--- config.mk ---
export PLATFORM = sky130hd
export DESIGN_NAME = id_stage
export DESIGN_NICKNAME = d
export VERILOG_FILES = /design/src/rtl/rv_decode_pkg.sv /design/src/rtl/operand_if.sv /design/src/rtl/id_stage.sv /design/src/rtl/id_stage_reg.sv /design/src/rtl/insn_decoder.sv /design/src/rtl/operand_fwd.sv
export VERILOG_INCLUDE_DIRS = /design/src /design/src/rtl
export SDC_FILE = /design/constraint.sdc
export NUM_CORES = 1
export LEC_CHECK = 0
export BUFFER_PORTS_ARGS = -buffer_cell sky130_fd_sc_hd__clkbuf_2
export CAP_MARGIN = 20
export CELL_PAD_IN_SITES_DETAIL_PLACEMENT = 1
export CELL_PAD_IN_SITES_GLOBAL_PLACEMENT = 1
export CORE_ASPECT_RATIO = 1.75
export CORE_UTILIZATION = 41
export CTS_CLUSTER_DIAMETER = 40
export DETAILED_ROUTE_END_ITERATION = 8
export PLACE_DENSITY = 0.89
export SYNTH_ARGS = -nofsm -noshare
export SYNTH_HDL_FRONTEND = slang
export SYNTH_SLANG_ARGS = --single-unit
--- constraint.sdc ---
create_clock -name clk_i -period 5.4 [get_ports clk_i]
set_input_delay 0.27 -clock clk_i [delete_from_list [all_inputs] [get_ports clk_i]]
set_output_delay 0.27 -clock clk_i [all_outputs]
set_load 0.01 [all_outputs]
--- src/rtl/rv_decode_params.svh ---
`ifndef RV_DECODE_PARAMS_SVH
`define RV_DECODE_PARAMS_SVH

//////////////////////////////
`define XLEN		32			// data and address width
`define REG_AW		5			// gpr address width
`define PC_STEP		32'd4		// byte step to next insn

//////////////////////////////
`define OPC_LUI		7'b0110111	// major opcodes in insn[6:0]
`define OPC_AUIPC	7'b0010111
`define OPC_JAL		7'b1101111
`define OPC_JALR	7'b1100111
`define OPC_BRANCH	7'b1100011
`define OPC_LOAD	7'b0000011
`define OPC_STORE	7'b0100011
`define OPC_OP_IMM	7'b0010011
`define OPC_OP		7'b0110011

//////////////////////////////
`define F3_BEQ		3'b000		// conditional branches
`define F3_BNE		3'b001
`define F3_BLT		3'b100
`define F3_BGE		3'b101
`define F3_BLTU		3'b110
`define F3_BGEU		3'b111
`define F3_LB		3'b000		// loads
`define F3_LH		3'b001
`define F3_LW		3'b010
`define F3_LBU		3'b100
`define F3_LHU		3'b101
`define F3_SB		3'b000		// stores
`define F3_SH		3'b001
`define F3_SW		3'b010
`define F3_ADD		3'b000		// alu group, shared by op and op_imm
`define F3_SLL		3'b001
`define F3_SLT		3'b010
`define F3_SLTU		3'b011
`define F3_XOR		3'b100
`define F3_SR		3'b101		// srl or sra
`define F3_OR		3'b110
`define F3_AND		3'b111

`define F7_ALT		7'b0100000	// selects sub and sra

`endif

--- src/rtl/rv_decode_pkg.sv ---
package rv_decode_pkg;

`include "rv_decode_params.svh"

	typedef logic [`XLEN-1:0]	word_t;			// data word and byte address
	typedef logic [`REG_AW-1:0]	reg_addr_t;		// gpr index

	//////////////////////////////
	typedef enum logic [3:0]
	{
		ALU_NOP		= 4'd0,
		ALU_ADD		= 4'd1,
		ALU_SUB		= 4'd2,
		ALU_AND		= 4'd3,
		ALU_OR		= 4'd4,
		ALU_XOR		= 4'd5,
		ALU_SLL		= 4'd6,
		ALU_SRL		= 4'd7,
		ALU_SRA		= 4'd8,
		ALU_PASS	= 4'd9		// result is alu_in_1
	} alu_op_e;

	typedef enum logic [3:0]
	{
		MEM_NOP		= 4'd0,
		MEM_LB		= 4'd1,
		MEM_LH		= 4'd2,
		MEM_LW		= 4'd3,
		MEM_LBU		= 4'd4,
		MEM_LHU		= 4'd5,
		MEM_SB		= 4'd6,
		MEM_SH		= 4'd7,
		MEM_SW		= 4'd8
	} mem_op_e;

	//////////////////////////////
	typedef struct packed
	{
		alu_op_e	alu_op;
		word_t		alu_in_0;		// rs1 side
		word_t		alu_in_1;		// rs2 or immediate side
		word_t		br_addr;		// jump or branch target
		logic		br_taken;
		logic		br_flag;		// insn is a control transfer
		mem_op_e	mem_op;
		word_t		mem_wr_data;	// store data
		reg_addr_t	dst_addr;		// always rd
		logic		gpr_we;			// active high
	} id_result_t;

	function automatic logic is_load(input mem_op_e op);
		return (op == MEM_LB) || (op == MEM_LH) || (op == MEM_LW) ||
			(op == MEM_LBU) || (op == MEM_LHU);
	endfunction

endpackage

--- src/rtl/operand_if.sv ---
`timescale 1ns/10ps

interface operand_if import rv_decode_pkg::*;
();
	reg_addr_t	rs1;			// source addresses from decoder
	reg_addr_t	rs2;
	word_t		ra_data;		// resolved operand a
	word_t		rb_data;		// resolved operand b
	logic		ld_hazard;		// dependent on load in execute

	modport dec
	(
		output	rs1,
		output	rs2,
		input	ra_data,
		input	rb_data
	);

	modport fwd
	(
		input	rs1,
		input	rs2,
		output	ra_data,
		output	rb_data,
		output	ld_hazard
	);

endinterface

--- src/rtl/id_stage.sv ---
`timescale 1ns/10ps

module id_stage import rv_decode_pkg::*;
(
	input	logic		clk_i,
	input	logic		rst_n_i,
	// fetch side
	input	logic		if_valid_i,
	output	logic		if_ready_o,
	input	word_t		if_pc_i,
	input	word_t		if_insn_i,
	// external regfile
	output	reg_addr_t	gpr_rd_addr_0_o,
	output	reg_addr_t	gpr_rd_addr_1_o,
	input	word_t		gpr_rd_data_0_i,
	input	word_t		gpr_rd_data_1_i,
	// bypass from later stages
	input	word_t		exe_fwd_data_i,
	input	logic		mem_stage_valid_i,
	input	reg_addr_t	mem_stage_dst_i,
	input	logic		mem_stage_we_i,
	input	word_t		mem_fwd_data_i,
	// execute side
	output	logic		id_valid_o,
	input	logic		id_ready_i,
	output	alu_op_e	alu_op_o,
	output	word_t		alu_in_0_o,
	output	word_t		alu_in_1_o,
	output	word_t		br_addr_o,
	output	logic		br_taken_o,
	output	logic		br_flag_o,
	output	mem_op_e	mem_op_o,
	output	word_t		mem_wr_data_o,
	output	reg_addr_t	dst_addr_o,
	output	logic		gpr_we_o
);

	operand_if	op_if ();			// decoder <-> forwarding

	id_result_t	dec_result;			// combinational decode
	id_result_t	held;				// registered, in execute

	//////////////////////////////
	insn_decoder i_insn_decoder
	(
		.op					(op_if),
		.insn_i				(if_insn_i),
		.pc_i				(if_pc_i),
		.result_o			(dec_result)
	);

	operand_fwd i_operand_fwd
	(
		.op					(op_if),
		.gpr_rd_data_0_i	(gpr_rd_data_0_i),
		.gpr_rd_data_1_i	(gpr_rd_data_1_i),
		.exe_fwd_data_i		(exe_fwd_data_i),
		.mem_stage_valid_i	(mem_stage_valid_i),
		.mem_stage_dst_i	(mem_stage_dst_i),
		.mem_stage_we_i		(mem_stage_we_i),
		.mem_fwd_data_i		(mem_fwd_data_i),
		.held_valid_i		(id_valid_o),
		.held_i				(held)
	);

	id_stage_reg i_id_stage_reg
	(
		.clk_i				(clk_i),
		.rst_n_i			(rst_n_i),
		.in_valid_i			(if_valid_i),
		.in_i				(dec_result),
		.stall_i			(op_if.ld_hazard),
		.out_ready_i		(id_ready_i),
		.in_ready_o			(if_ready_o),
		.out_valid_o		(id_valid_o),
		.out_o				(held)
	);

	//////////////////////////////
	assign gpr_rd_addr_0_o	= op_if.rs1;		// zero-cycle regfile address
	assign gpr_rd_addr_1_o	= op_if.rs2;
	assign alu_op_o			= held.alu_op;
	assign alu_in_0_o		= held.alu_in_0;
	assign alu_in_1_o		= held.alu_in_1;
	assign br_addr_o		= held.br_addr;
	assign br_taken_o		= held.br_taken;
	assign br_flag_o		= held.br_flag;
	assign mem_op_o			= held.mem_op;
	assign mem_wr_data_o	= held.mem_wr_data;
	assign dst_addr_o		= held.dst_addr;
	assign gpr_we_o			= held.gpr_we;

endmodule

--- src/rtl/id_stage_reg.sv ---
`timescale 1ns/10ps

module id_stage_reg import rv_decode_pkg::*;
(
	input	logic		clk_i,
	input	logic		rst_n_i,
	input	logic		in_valid_i,		// decoder side
	input	id_result_t	in_i,
	input	logic		stall_i,		// load-use hazard
	input	logic		out_ready_i,	// execute side
	output	logic		in_ready_o,
	output	logic		out_valid_o,
	output	id_result_t	out_o
);

	logic	load;			// transfer into the register

	//////////////////////////////
	// accept when empty or draining, never across a hazard
	assign in_ready_o	= (!out_valid_o || out_ready_i) && !stall_i;
	assign load			= in_valid_i && in_ready_o;

	always_ff @(posedge clk_i or negedge rst_n_i)
	begin
		if (!rst_n_i)
			out_valid_o <= 1'b0;
		else if (load)
			out_valid_o <= 1'b1;			// refill or fresh load
		else if (out_ready_i)
			out_valid_o <= 1'b0;			// drained, nothing behind
	end

	always_ff @(posedge clk_i)
	begin
		if (load)
			out_o <= in_i;					// payload only moves on a transfer
	end

	//////////////////////////////
	// a stalled result stays put and stays valid until taken
	hold_stable: assert property (@(posedge clk_i) disable iff (!rst_n_i)
		(out_valid_o && !out_ready_i) |=> (out_valid_o && $stable(out_o)));

endmodule

--- src/rtl/insn_decoder.sv ---
`timescale 1ns/10ps
`include "rv_decode_params.svh"

module insn_decoder import rv_decode_pkg::*;
(
	operand_if.dec		op,			// rs addresses out, operands back
	input	word_t		insn_i,
	input	word_t		pc_i,
	output	id_result_t	result_o
);

	logic	[6:0]	opcode;
	logic	[2:0]	funct3;
	logic	[6:0]	funct7;
	reg_addr_t		rd;
	word_t			imm_i;
	word_t			imm_s;
	word_t			imm_b;
	word_t			imm_u;
	word_t			imm_j;
	word_t			shamt;
	word_t			ra;
	word_t			rb;
	word_t			ret_addr;
	word_t			br_target;
	word_t			jal_target;
	word_t			jalr_target;
	logic			s_lt_rb;
	logic			u_lt_rb;
	logic			s_lt_imm;
	logic			u_lt_imm;

	//////////////////////////////
	// field split
	assign opcode	= insn_i[6:0];
	assign rd		= insn_i[11:7];
	assign funct3	= insn_i[14:12];
	assign funct7	= insn_i[31:25];
	assign op.rs1	= insn_i[19:15];	// regfile read addr follows insn directly
	assign op.rs2	= insn_i[24:20];
	assign ra		= op.ra_data;		// already forwarded
	assign rb		= op.rb_data;

	// immediates, all sign extended from insn[31]
	assign imm_i = {{20{insn_i[31]}}, insn_i[31:20]};
	assign imm_s = {{20{insn_i[31]}}, insn_i[31:25], insn_i[11:7]};
	assign imm_b = {{19{insn_i[31]}}, insn_i[31], insn_i[7], insn_i[30:25], insn_i[11:8], 1'b0};
	assign imm_u = {insn_i[31:12], 12'b0};
	assign imm_j = {{11{insn_i[31]}}, insn_i[31], insn_i[19:12], insn_i[20], insn_i[30:21], 1'b0};
	assign shamt = {{(`XLEN-5){1'b0}}, insn_i[24:20]};	// shift amount for slli/srli/srai

	//////////////////////////////
	// addresses and compares
	assign ret_addr		= pc_i + `PC_STEP;			// link value
	assign br_target	= pc_i + imm_b;
	assign jal_target	= pc_i + imm_j;
	assign jalr_target	= (ra + imm_i) & ~word_t'(1);	// lsb cleared per isa
	assign s_lt_rb		= $signed(ra) < $signed(rb);
	assign u_lt_rb		= ra < rb;
	assign s_lt_imm		= $signed(ra) < $signed(imm_i);
	assign u_lt_imm		= ra < imm_i;				// sltiu compares sext imm unsigned

	//////////////////////////////
	always_comb
	begin
		result_o.alu_op			= ALU_NOP;		// no-op defaults
		result_o.alu_in_0		= ra;
		result_o.alu_in_1		= rb;
		result_o.br_addr		= '0;
		result_o.br_taken		= 1'b0;
		result_o.br_flag		= 1'b0;
		result_o.mem_op			= MEM_NOP;
		result_o.mem_wr_data	= '0;
		result_o.dst_addr		= rd;
		result_o.gpr_we			= 1'b0;

		case (opcode)
			`OPC_LUI:
			begin
				result_o.alu_op		= ALU_PASS;
				result_o.alu_in_0	= '0;
				result_o.alu_in_1	= imm_u;
				result_o.gpr_we		= 1'b1;
			end
			`OPC_AUIPC:
			begin
				result_o.alu_op		= ALU_ADD;
				result_o.alu_in_0	= pc_i;		// pc relative
				result_o.alu_in_1	= imm_u;
				result_o.gpr_we		= 1'b1;
			end
			`OPC_JAL, `OPC_JALR:
			begin
				result_o.alu_op		= ALU_PASS;
				result_o.alu_in_1	= ret_addr;	// rd gets pc+4
				result_o.br_addr	= (opcode == `OPC_JAL) ? jal_target : jalr_target;
				result_o.br_taken	= 1'b1;
				result_o.br_flag	= 1'b1;
				result_o.gpr_we		= 1'b1;
			end
			`OPC_BRANCH:
			begin
				result_o.br_flag	= 1'b1;
				result_o.br_addr	= br_target;
				case (funct3)
					`F3_BEQ:	result_o.br_taken = (ra == rb);
					`F3_BNE:	result_o.br_taken = (ra != rb);
					`F3_BLT:	result_o.br_taken = s_lt_rb;
					`F3_BGE:	result_o.br_taken = !s_lt_rb;
					`F3_BLTU:	result_o.br_taken = u_lt_rb;
					`F3_BGEU:	result_o.br_taken = !u_lt_rb;
					default:
					begin
						result_o.br_flag	= 1'b0;		// undefined funct3 flows as nop
						result_o.br_addr	= '0;
					end
				endcase
			end
			`OPC_LOAD:
			begin
				case (funct3)
					`F3_LB:		result_o.mem_op = MEM_LB;
					`F3_LH:		result_o.mem_op = MEM_LH;
					`F3_LW:		result_o.mem_op = MEM_LW;
					`F3_LBU:	result_o.mem_op = MEM_LBU;
					`F3_LHU:	result_o.mem_op = MEM_LHU;
					default:	result_o.mem_op = MEM_NOP;
				endcase
				if (result_o.mem_op != MEM_NOP)
				begin
					result_o.alu_op		= ALU_ADD;	// base + offset
					result_o.alu_in_1	= imm_i;
					result_o.gpr_we		= 1'b1;
				end
			end
			`OPC_STORE:
			begin
				case (funct3)
					`F3_SB:		result_o.mem_op = MEM_SB;
					`F3_SH:		result_o.mem_op = MEM_SH;
					`F3_SW:		result_o.mem_op = MEM_SW;
					default:	result_o.mem_op = MEM_NOP;
				endcase
				if (result_o.mem_op != MEM_NOP)
				begin
					result_o.alu_op			= ALU_ADD;
					result_o.alu_in_1		= imm_s;
					result_o.mem_wr_data	= rb;	// no gpr write
				end
			end
			`OPC_OP_IMM:
			begin
				result_o.alu_in_1	= imm_i;
				result_o.gpr_we		= 1'b1;
				case (funct3)
					`F3_ADD:	result_o.alu_op = ALU_ADD;	// no subi in isa
					`F3_XOR:	result_o.alu_op = ALU_XOR;
					`F3_OR:		result_o.alu_op = ALU_OR;
					`F3_AND:	result_o.alu_op = ALU_AND;
					`F3_SLT:
					begin
						result_o.alu_op		= ALU_PASS;
						result_o.alu_in_1	= word_t'(s_lt_imm);
					end
					`F3_SLTU:
					begin
						result_o.alu_op		= ALU_PASS;
						result_o.alu_in_1	= word_t'(u_lt_imm);
					end
					`F3_SLL:
					begin
						result_o.alu_op		= ALU_SLL;
						result_o.alu_in_1	= shamt;
					end
					`F3_SR:
					begin
						result_o.alu_op		= (funct7 == `F7_ALT) ? ALU_SRA : ALU_SRL;
						result_o.alu_in_1	= shamt;
					end
				endcase
			end
			`OPC_OP:
			begin
				result_o.gpr_we = 1'b1;
				case (funct3)
					`F3_ADD:	result_o.alu_op = (funct7 == `F7_ALT) ? ALU_SUB : ALU_ADD;
					`F3_SLL:	result_o.alu_op = ALU_SLL;
					`F3_XOR:	result_o.alu_op = ALU_XOR;
					`F3_SR:		result_o.alu_op = (funct7 == `F7_ALT) ? ALU_SRA : ALU_SRL;
					`F3_OR:		result_o.alu_op = ALU_OR;
					`F3_AND:	result_o.alu_op = ALU_AND;
					`F3_SLT:
					begin
						result_o.alu_op		= ALU_PASS;
						result_o.alu_in_1	= word_t'(s_lt_rb);
					end
					`F3_SLTU:
					begin
						result_o.alu_op		= ALU_PASS;
						result_o.alu_in_1	= word_t'(u_lt_rb);
					end
				endcase
			end
			default:
			begin
				result_o.gpr_we = 1'b0;		// system, fence and unknown pass as nop
			end
		endcase
	end

endmodule

--- src/rtl/operand_fwd.sv ---
`timescale 1ns/10ps

module operand_fwd import rv_decode_pkg::*;
(
	operand_if.fwd		op,					// rs addresses in, operands out
	input	word_t		gpr_rd_data_0_i,	// regfile port 0
	input	word_t		gpr_rd_data_1_i,	// regfile port 1
	input	word_t		exe_fwd_data_i,		// alu result of insn in execute
	input	logic		mem_stage_valid_i,
	input	reg_addr_t	mem_stage_dst_i,
	input	logic		mem_stage_we_i,
	input	word_t		mem_fwd_data_i,		// result leaving mem stage
	input	logic		held_valid_i,		// stage register holds an insn
	input	id_result_t	held_i				// insn now in execute
);

	logic	exe_wr;			// execute insn will write a gpr
	logic	mem_wr;			// mem stage insn will write a gpr
	logic	exe_hit_0;
	logic	exe_hit_1;
	logic	mem_hit_0;
	logic	mem_hit_1;

	//////////////////////////////
	// writer qualification
	assign exe_wr = held_valid_i && held_i.gpr_we;
	assign mem_wr = mem_stage_valid_i && mem_stage_we_i;

	assign exe_hit_0 = exe_wr && (held_i.dst_addr == op.rs1);	// youngest writer first
	assign exe_hit_1 = exe_wr && (held_i.dst_addr == op.rs2);
	assign mem_hit_0 = mem_wr && (mem_stage_dst_i == op.rs1);
	assign mem_hit_1 = mem_wr && (mem_stage_dst_i == op.rs2);

	//////////////////////////////
	// operand muxes
	always_comb
	begin
		if (exe_hit_0)
			op.ra_data = exe_fwd_data_i;		// from execute
		else if (mem_hit_0)
			op.ra_data = mem_fwd_data_i;		// from mem stage
		else
			op.ra_data = gpr_rd_data_0_i;		// regfile
	end

	always_comb
	begin
		if (exe_hit_1)
			op.rb_data = exe_fwd_data_i;
		else if (mem_hit_1)
			op.rb_data = mem_fwd_data_i;
		else
			op.rb_data = gpr_rd_data_1_i;
	end

	//////////////////////////////
	// load data not ready until mem stage, so stall one slot
	assign op.ld_hazard = held_valid_i && is_load(held_i.mem_op) &&
		((held_i.dst_addr == op.rs1) || (held_i.dst_addr == op.rs2));

	// a hazard always points at a live load that the decoder marked as a writer
	always_comb
	begin
		hazard_on_writer: assert (!op.ld_hazard || (held_valid_i && held_i.gpr_we));
	end

endmodule

Yosys cells after proc, flatten, opt, wreduce, memory -nomap -nowiden
Cells that the tools add are included.
{"block": "classes", "n_eq_ne": 28, "n_addsub": 4, "muxes": 31, "order_cmp": 4, "n_reduce_logical": 32}
{"op": "$mux W32", "count": 8}
{"op": "$pmux W32 S6", "count": 1}
{"op": "$pmux W32 S2", "count": 2}
{"op": "$add A32 B32 Y32", "count": 3}
{"op": "$lt A32 B32 Y1", "count": 3}
{"op": "$pmux W32 S3", "count": 1}
{"op": "$pmux W34 S2", "count": 1}
{"op": "$pmux W4 S7", "count": 2}
{"op": "$add A32 B3 Y32 const B", "count": 1}
{"op": "$eq A32 B32 Y1", "count": 1}
{"op": "$lt A32 B12 Y1", "count": 1}
{"op": "$ne A32 B32 Y1", "count": 1}
{"op": "$eq A7 B6 Y1 const B", "count": 4}
{"op": "$pmux W4 S6", "count": 1}
{"op": "$eq A7 B7 Y1 const B", "count": 3}
{"op": "$eq A5 B5 Y1", "count": 4}
{"op": "$pmux W3 S5", "count": 1}
{"op": "$eq A7 B5 Y1 const B", "count": 2}
{"op": "$eq A3 B3 Y1 const B", "count": 4}
{"op": "$mux W4", "count": 3}
{"op": "$pmux W4 S3", "count": 1}
{"op": "$reduce_or A6 Y1", "count": 2}
{"op": "$logic_and A1 B1 Y1", "count": 10}
{"op": "$eq A4 B2 Y1 const B", "count": 2}
{"op": "18 further kinds", "count": 37}
{"block": "word_totals", "ff_bits": 145, "wordCells": 110, "inputBits": 203, "out_inout_bits": 156}

Logic depth before layout (Yosys ltp)
{"block": "logic_depth", "depth_word": 11, "depth_mapped": 19, "mapped_depth_nobuf": 17}

Hierarchy
Synthesis repeated with hierarchy kept, for this count alone.
{"block": "hier_totals", "cells_unflattened": 1794, "hier_area_um2": 14961.8}
{"module": "insn_decoder", "seq_area_each_um2": 0.0, "area_per_inst_um2": 8669.6, "instances": 1, "cells_each": 1297}
{"module": "id_stage_reg", "seq_area_each_um2": 4349.2, "area_per_inst_um2": 4383.0, "instances": 1, "cells_each": 150}
{"module": "operand_fwd", "seq_area_each_um2": 0.0, "area_per_inst_um2": 1909.3, "instances": 1, "cells_each": 347}

Least setup slack after synthesis
No wires, ideal clock.
{"block": "synth_path", "path_type": "reg-to-reg", "start": "reg i_id_stage_reg.out_o[3] (netlist bit)", "end": "reg i_id_stage_reg.out_o[0] (netlist bit) (enable)", "path_stages_with_launch": 8, "path_buffers": 0, "setup_time_ns": 0.521, "path_slack_ns": 0.198, "t_required_ns": 4.879, "arrival_ns": 4.681, "cell_sequence": "edfxtp_1 -> xor2_1 -> nor3_1 -> nand3_1 -> o21ai_0 -> o311a_1 -> o21ai_0 -> and2_1"}
{"block": "synth_between", "elab_chain_cells": 6, "elab_cells_between_ends": 7, "cone_classes": "eq/ne (2); reduce/logical (5)"}
{"element": "start, declared", "line_no": "id_stage_reg.sv:13", "rtl": "output id_result_t out_o"}
{"element": "start signal, assigned", "line_no": "id_stage_reg.sv:36", "rtl": "out_o <= in_i;"}
{"element": "$eq A5 B5 Y1", "line_no": "operand_fwd.sv:59", "rtl": "((held_i.dst_addr == op.rs1) || (held_i.dst_addr == op.rs2));"}
{"element": "$logic_or A1 B1 Y1 *", "line_no": "operand_fwd.sv:59"}
{"element": "$logic_and A1 B1 Y1 *", "line_no": "operand_fwd.sv:58", "rtl": "assign op.ld_hazard = held_valid_i && is_load(held_i.mem_op) &&"}
{"element": "$logic_not A1 Y1 *", "line_no": "id_stage_reg.sv:20", "rtl": "assign in_ready_o = (!out_valid_o || out_ready_i) && !stall_i;"}
{"element": "$logic_and A1 B1 Y1 *", "line_no": "id_stage_reg.sv:20"}
{"element": "named net if_ready_o", "line_no": "id_stage.sv:9", "rtl": "output logic if_ready_o,"}
{"element": "$logic_and A1 B1 Y1 *", "line_no": "id_stage_reg.sv:21", "rtl": "assign load = in_valid_i && in_ready_o;"}
{"element": "named net i_id_stage_reg.load", "line_no": "id_stage_reg.sv:16", "rtl": "logic load;"}
Mark *: on every way through the listed nets, which the timed path passes. The rest lies on a longest branch.
A chain may end at the register's enable or synchronous reset.

==> results.md <==
* Area grow syn2layout at 21.2%
* Register area at 4350 µm²
* Switch share at 0.352
* Gp weighted congestion at 0.997
* Combinational power share at 0.334
* Worst skew pair latency at 0.46 ns
* Number of buffers created by CTS at 17
* Worst hold path type: in -> reg
* Seq cells post-synth at 145
* CTS Sinks at 145
* CTS tree: yes
* Detail Route Antenna Nets at 0
* Synth top cells by count: nand2_1 (150), nor2_1 (148), edfxtp_1 (144), a21oi_1 (141), ha_1 (136)
* Via count at 15.4k
* Crit. End Element: flop
* Required time of the critical path at 5.59 ns
* Int Pwr at 0.00253 W
* Synthesized area per cell at 8.67 µm²
* Crit start category: flop
* Layout fillers at 4169
* Gr usage total at 0.363
* Top FF cell, synth: edfxtp_1
* Period utilization at 0.948
* Mapped Area at 14200 µm²
* Slew headroom at 0.198
* Maxcap violations at 0
* Core Area at 34000 µm²
* Psw at 0.00137 W
* Syn. warnings at 0
* Die H at 248 µm
* Die width at 143 µm
* Reg clk slew, reported paths at 0.06 ns
* Tightest Pin Transition at 1.19 ns
* Detail Placement HPWL at 50700 µm
* Period minus WS final at 5.12 ns
* F_max at 195 MHz
* Register area share after synthesis at 0.306
* Antenna violations before repair at 2
* Nets at 2322
* PD cells at 226 nW/µm²
* IO Pins at 359
* Root buf cell: clkbuf_16
* WL/cell at 26.2 µm
* Htree depth at 4
* Synth area leader: edfxtp_1
* Top cells by area, synth: edfxtp_1 (30%), ha_1 (12%), a21oi_1 (5.0%)
* Port Buffer Count at 358
* Share of the synthesized area in the top cell type at 0.304
* Syn Nets at 1980
* Largest net degree at the start of global routing at 146
* Count of final setup violators at 0
* Finished Core Util at 0.507
* Clock network fraction of total power at 0.315
* Row count at 89
* DR iter-0 viols at 1069
* Async set-reset flop share out of synthesis at 0.00690
* Initial cell density of the core at 0.418
* Count leader, synth: nand2_1
* TritonRoute pass-1 iters at 7
* Cells after synthesis at 1638
* Hold Fails Final Rpt at 0
* Setup Skew at 0.0131 ns
* Routed Wire Length at 64200 µm
* Status: finished, final reports clean
* Final setup TNS at 0 ns
* Post-synth EDFFs at 144
* Yosys cell types at 87
* Peak VDD IR at 235 µV
* Layout cells sized above 1 at 0.235
* Crit path kind: reg -> reg
* Multi-input combinational cell area at 9290 µm²
* Worst EP arrival at 5.31 ns
* Sequential Power Share at 0.351
* Vias in the first global route at 16.2k
* Vias per cell at 6.29
* RSZ-0062 raised after global routing: no
* CTS Buffer Depth at 2
* DRC at 0
* Max Slew Vio Count at 0
* Total die area at 35400 µm²
* CP max FO at 33
* Global route overflow at 0
* LEAKAGE at 7.98 nW
* First-pass GRT wire length at 94900 µm
==> registers in the layout, indices dropped and copies added, names as in the netlist <==
register                    flops
i_id_stage_reg.out_valid_o      1
i_id_stage_reg.out_o          144
==> routing by layer <==
layer,vias up,track usage,wire (µm)
met3,272,0.0592,4910
met5,-,0,0
met2,852,0.623,31400
met4,0,0.296,5280
met1,7460,0.392,22600
li1,6808,-,-
==> cells by family (layout without fill, tap and decap cells) <==
family | Yosys count | after routing | share of synthesized area
and+or+nand+nor | 510 | 510 | 0.171
other | 0 | 2 | 0
adders and majority gates | 139 | 139 | 0.124
buffers and inverters | 147 | 500 | 0.0425
AOI/OAI and AO/OA | 516 | 516 | 0.239
DFF | 145 | 145 | 0.306
xor gates and xnor gates | 117 | 117 | 0.0721
muxes | 64 | 64 | 0.0451
==> cell type report <==
| class | count | area share |
|---|---|---|
| multi-input cells | 1346 | 0.540 |
| flip-flops and latches | 145 | 0.253 |
| repair buffers | 412 | 0.128 |
| well taps | 455 | 0.0331 |
| clock buffers | 18 | 0.0249 |
| inverters | 58 | 0.0126 |
| clock inverters | 12 | 0.00821 |
| diodes | 2 | 0.000291 |
==> path summary, 6_finish.rpt <==
| path | startpoint | endpoint | slack, ns | depth (start not counted) |
|---|---|---|---|---|
| hold / removal | if_insn_i[8] | i_id_stage_reg.out_o[2] | 0.08 | 1 |
| setup / recovery | i_id_stage_reg.out_o[4] | i_id_stage_reg.out_o[43] | 0.28 | 17 |
| setup reg to reg | i_id_stage_reg.out_o[4] | i_id_stage_reg.out_o[43] | 0.28 | 17 |
| min in group asynchronous | rst_n_i | i_id_stage_reg.out_valid_o | 0.13 | 2 |
| max in group asynchronous | rst_n_i | i_id_stage_reg.out_valid_o | 5.19 | 2 |
| hold reg to reg | i_id_stage_reg.out_valid_o | i_id_stage_reg.out_valid_o | 0.65 | 1 |
==> critical path, stage by stage, from the launching register on <==
cell and delay (ns):
edfxtp_1 0.45, xnor2_1 0.34, nand4_2 0.23, nor2_4 0.34
buf_4 0.26, buf_4 0.32, o21ai_0 0.35, ha_1 0.32
a21o_1 0.18, a2111oi_0 0.37, o21ai_0 0.17, a221oi_1 0.29
buf_4 0.20, nand4b_1 0.30, o211ai_1 0.34, xor2_1 0.11
a21oi_1 0.18, o21ai_1 0.08
==> layout by cell type, fill, tap and decap left out, types with 12 or more instances in the layout <==
cell type  synthesis  final
nand4_1           18     18
nor2b_1           14     14
clkbuf_2           0    358
nand2_1          150    148
o211ai_1          12     12
a211oi_1          12     12
clkbuf_16          0     17
o22ai_1           16     16
nand3_1           54     54
o31ai_1           12     12
ha_1             136    136
nor3_1            28     27
xnor2_1           72     72
a221oi_1          16     16
edfxtp_1         144    144
xor2_1            45     45
o21bai_1          21     21
nor2_1           148    147
o21ai_0           93     93
inv_1             56     56
buf_4             11     52
a21o_1            57     57
a31oi_1           17     17
nand3b_1          17     17
mux2i_1           64     64
a21oi_1          141    141
o221ai_1          22     22
o21ai_1           15     15
==> through the flow <==
| stage | hold WS (ns) | std cells | setup WS [ns] | total power, W | cell area, µm² |
|---|---|---|---|---|---|
| floorplan | -0.0256 | 1638 | 0.198 | 0.00214 | 14200 |
| global placement | 0.0450 | 2415 | 0.325 | 0.00261 | 16600 |
| detailed placement | 0.0460 | 2415 | 0.126 | 0.00265 | 16600 |
| CTS | 0.0490 | 2446 | 0.233 | 0.00389 | 17200 |
| global route | 0.0735 | 2447 | 0.0544 | 0.00403 | 17200 |
| finish | 0.0774 | 2448 | 0.279 | 0.00390 | 17200 |
==> timing repair <==
item                                    CTS  global route
buffers inserted                          0             0
gates resized for setup                   0             1
endpoints found under the setup margin    0             1
hold endpoints to repair                  1             0
hold buffers                              1             0
==> power groups by stage <==
stage	registers (W)	logic [W]	clock network [W]
after floorplan	0.00142	0.000717	0
after global placement	0.00139	0.00122	0
after detailed placement	0.00139	0.00126	0
after CTS	0.00137	0.00128	0.00124
after global routing	0.00137	0.00140	0.00126
final	0.00137	0.00130	0.00123
Power figures use the tool's default switching activity.
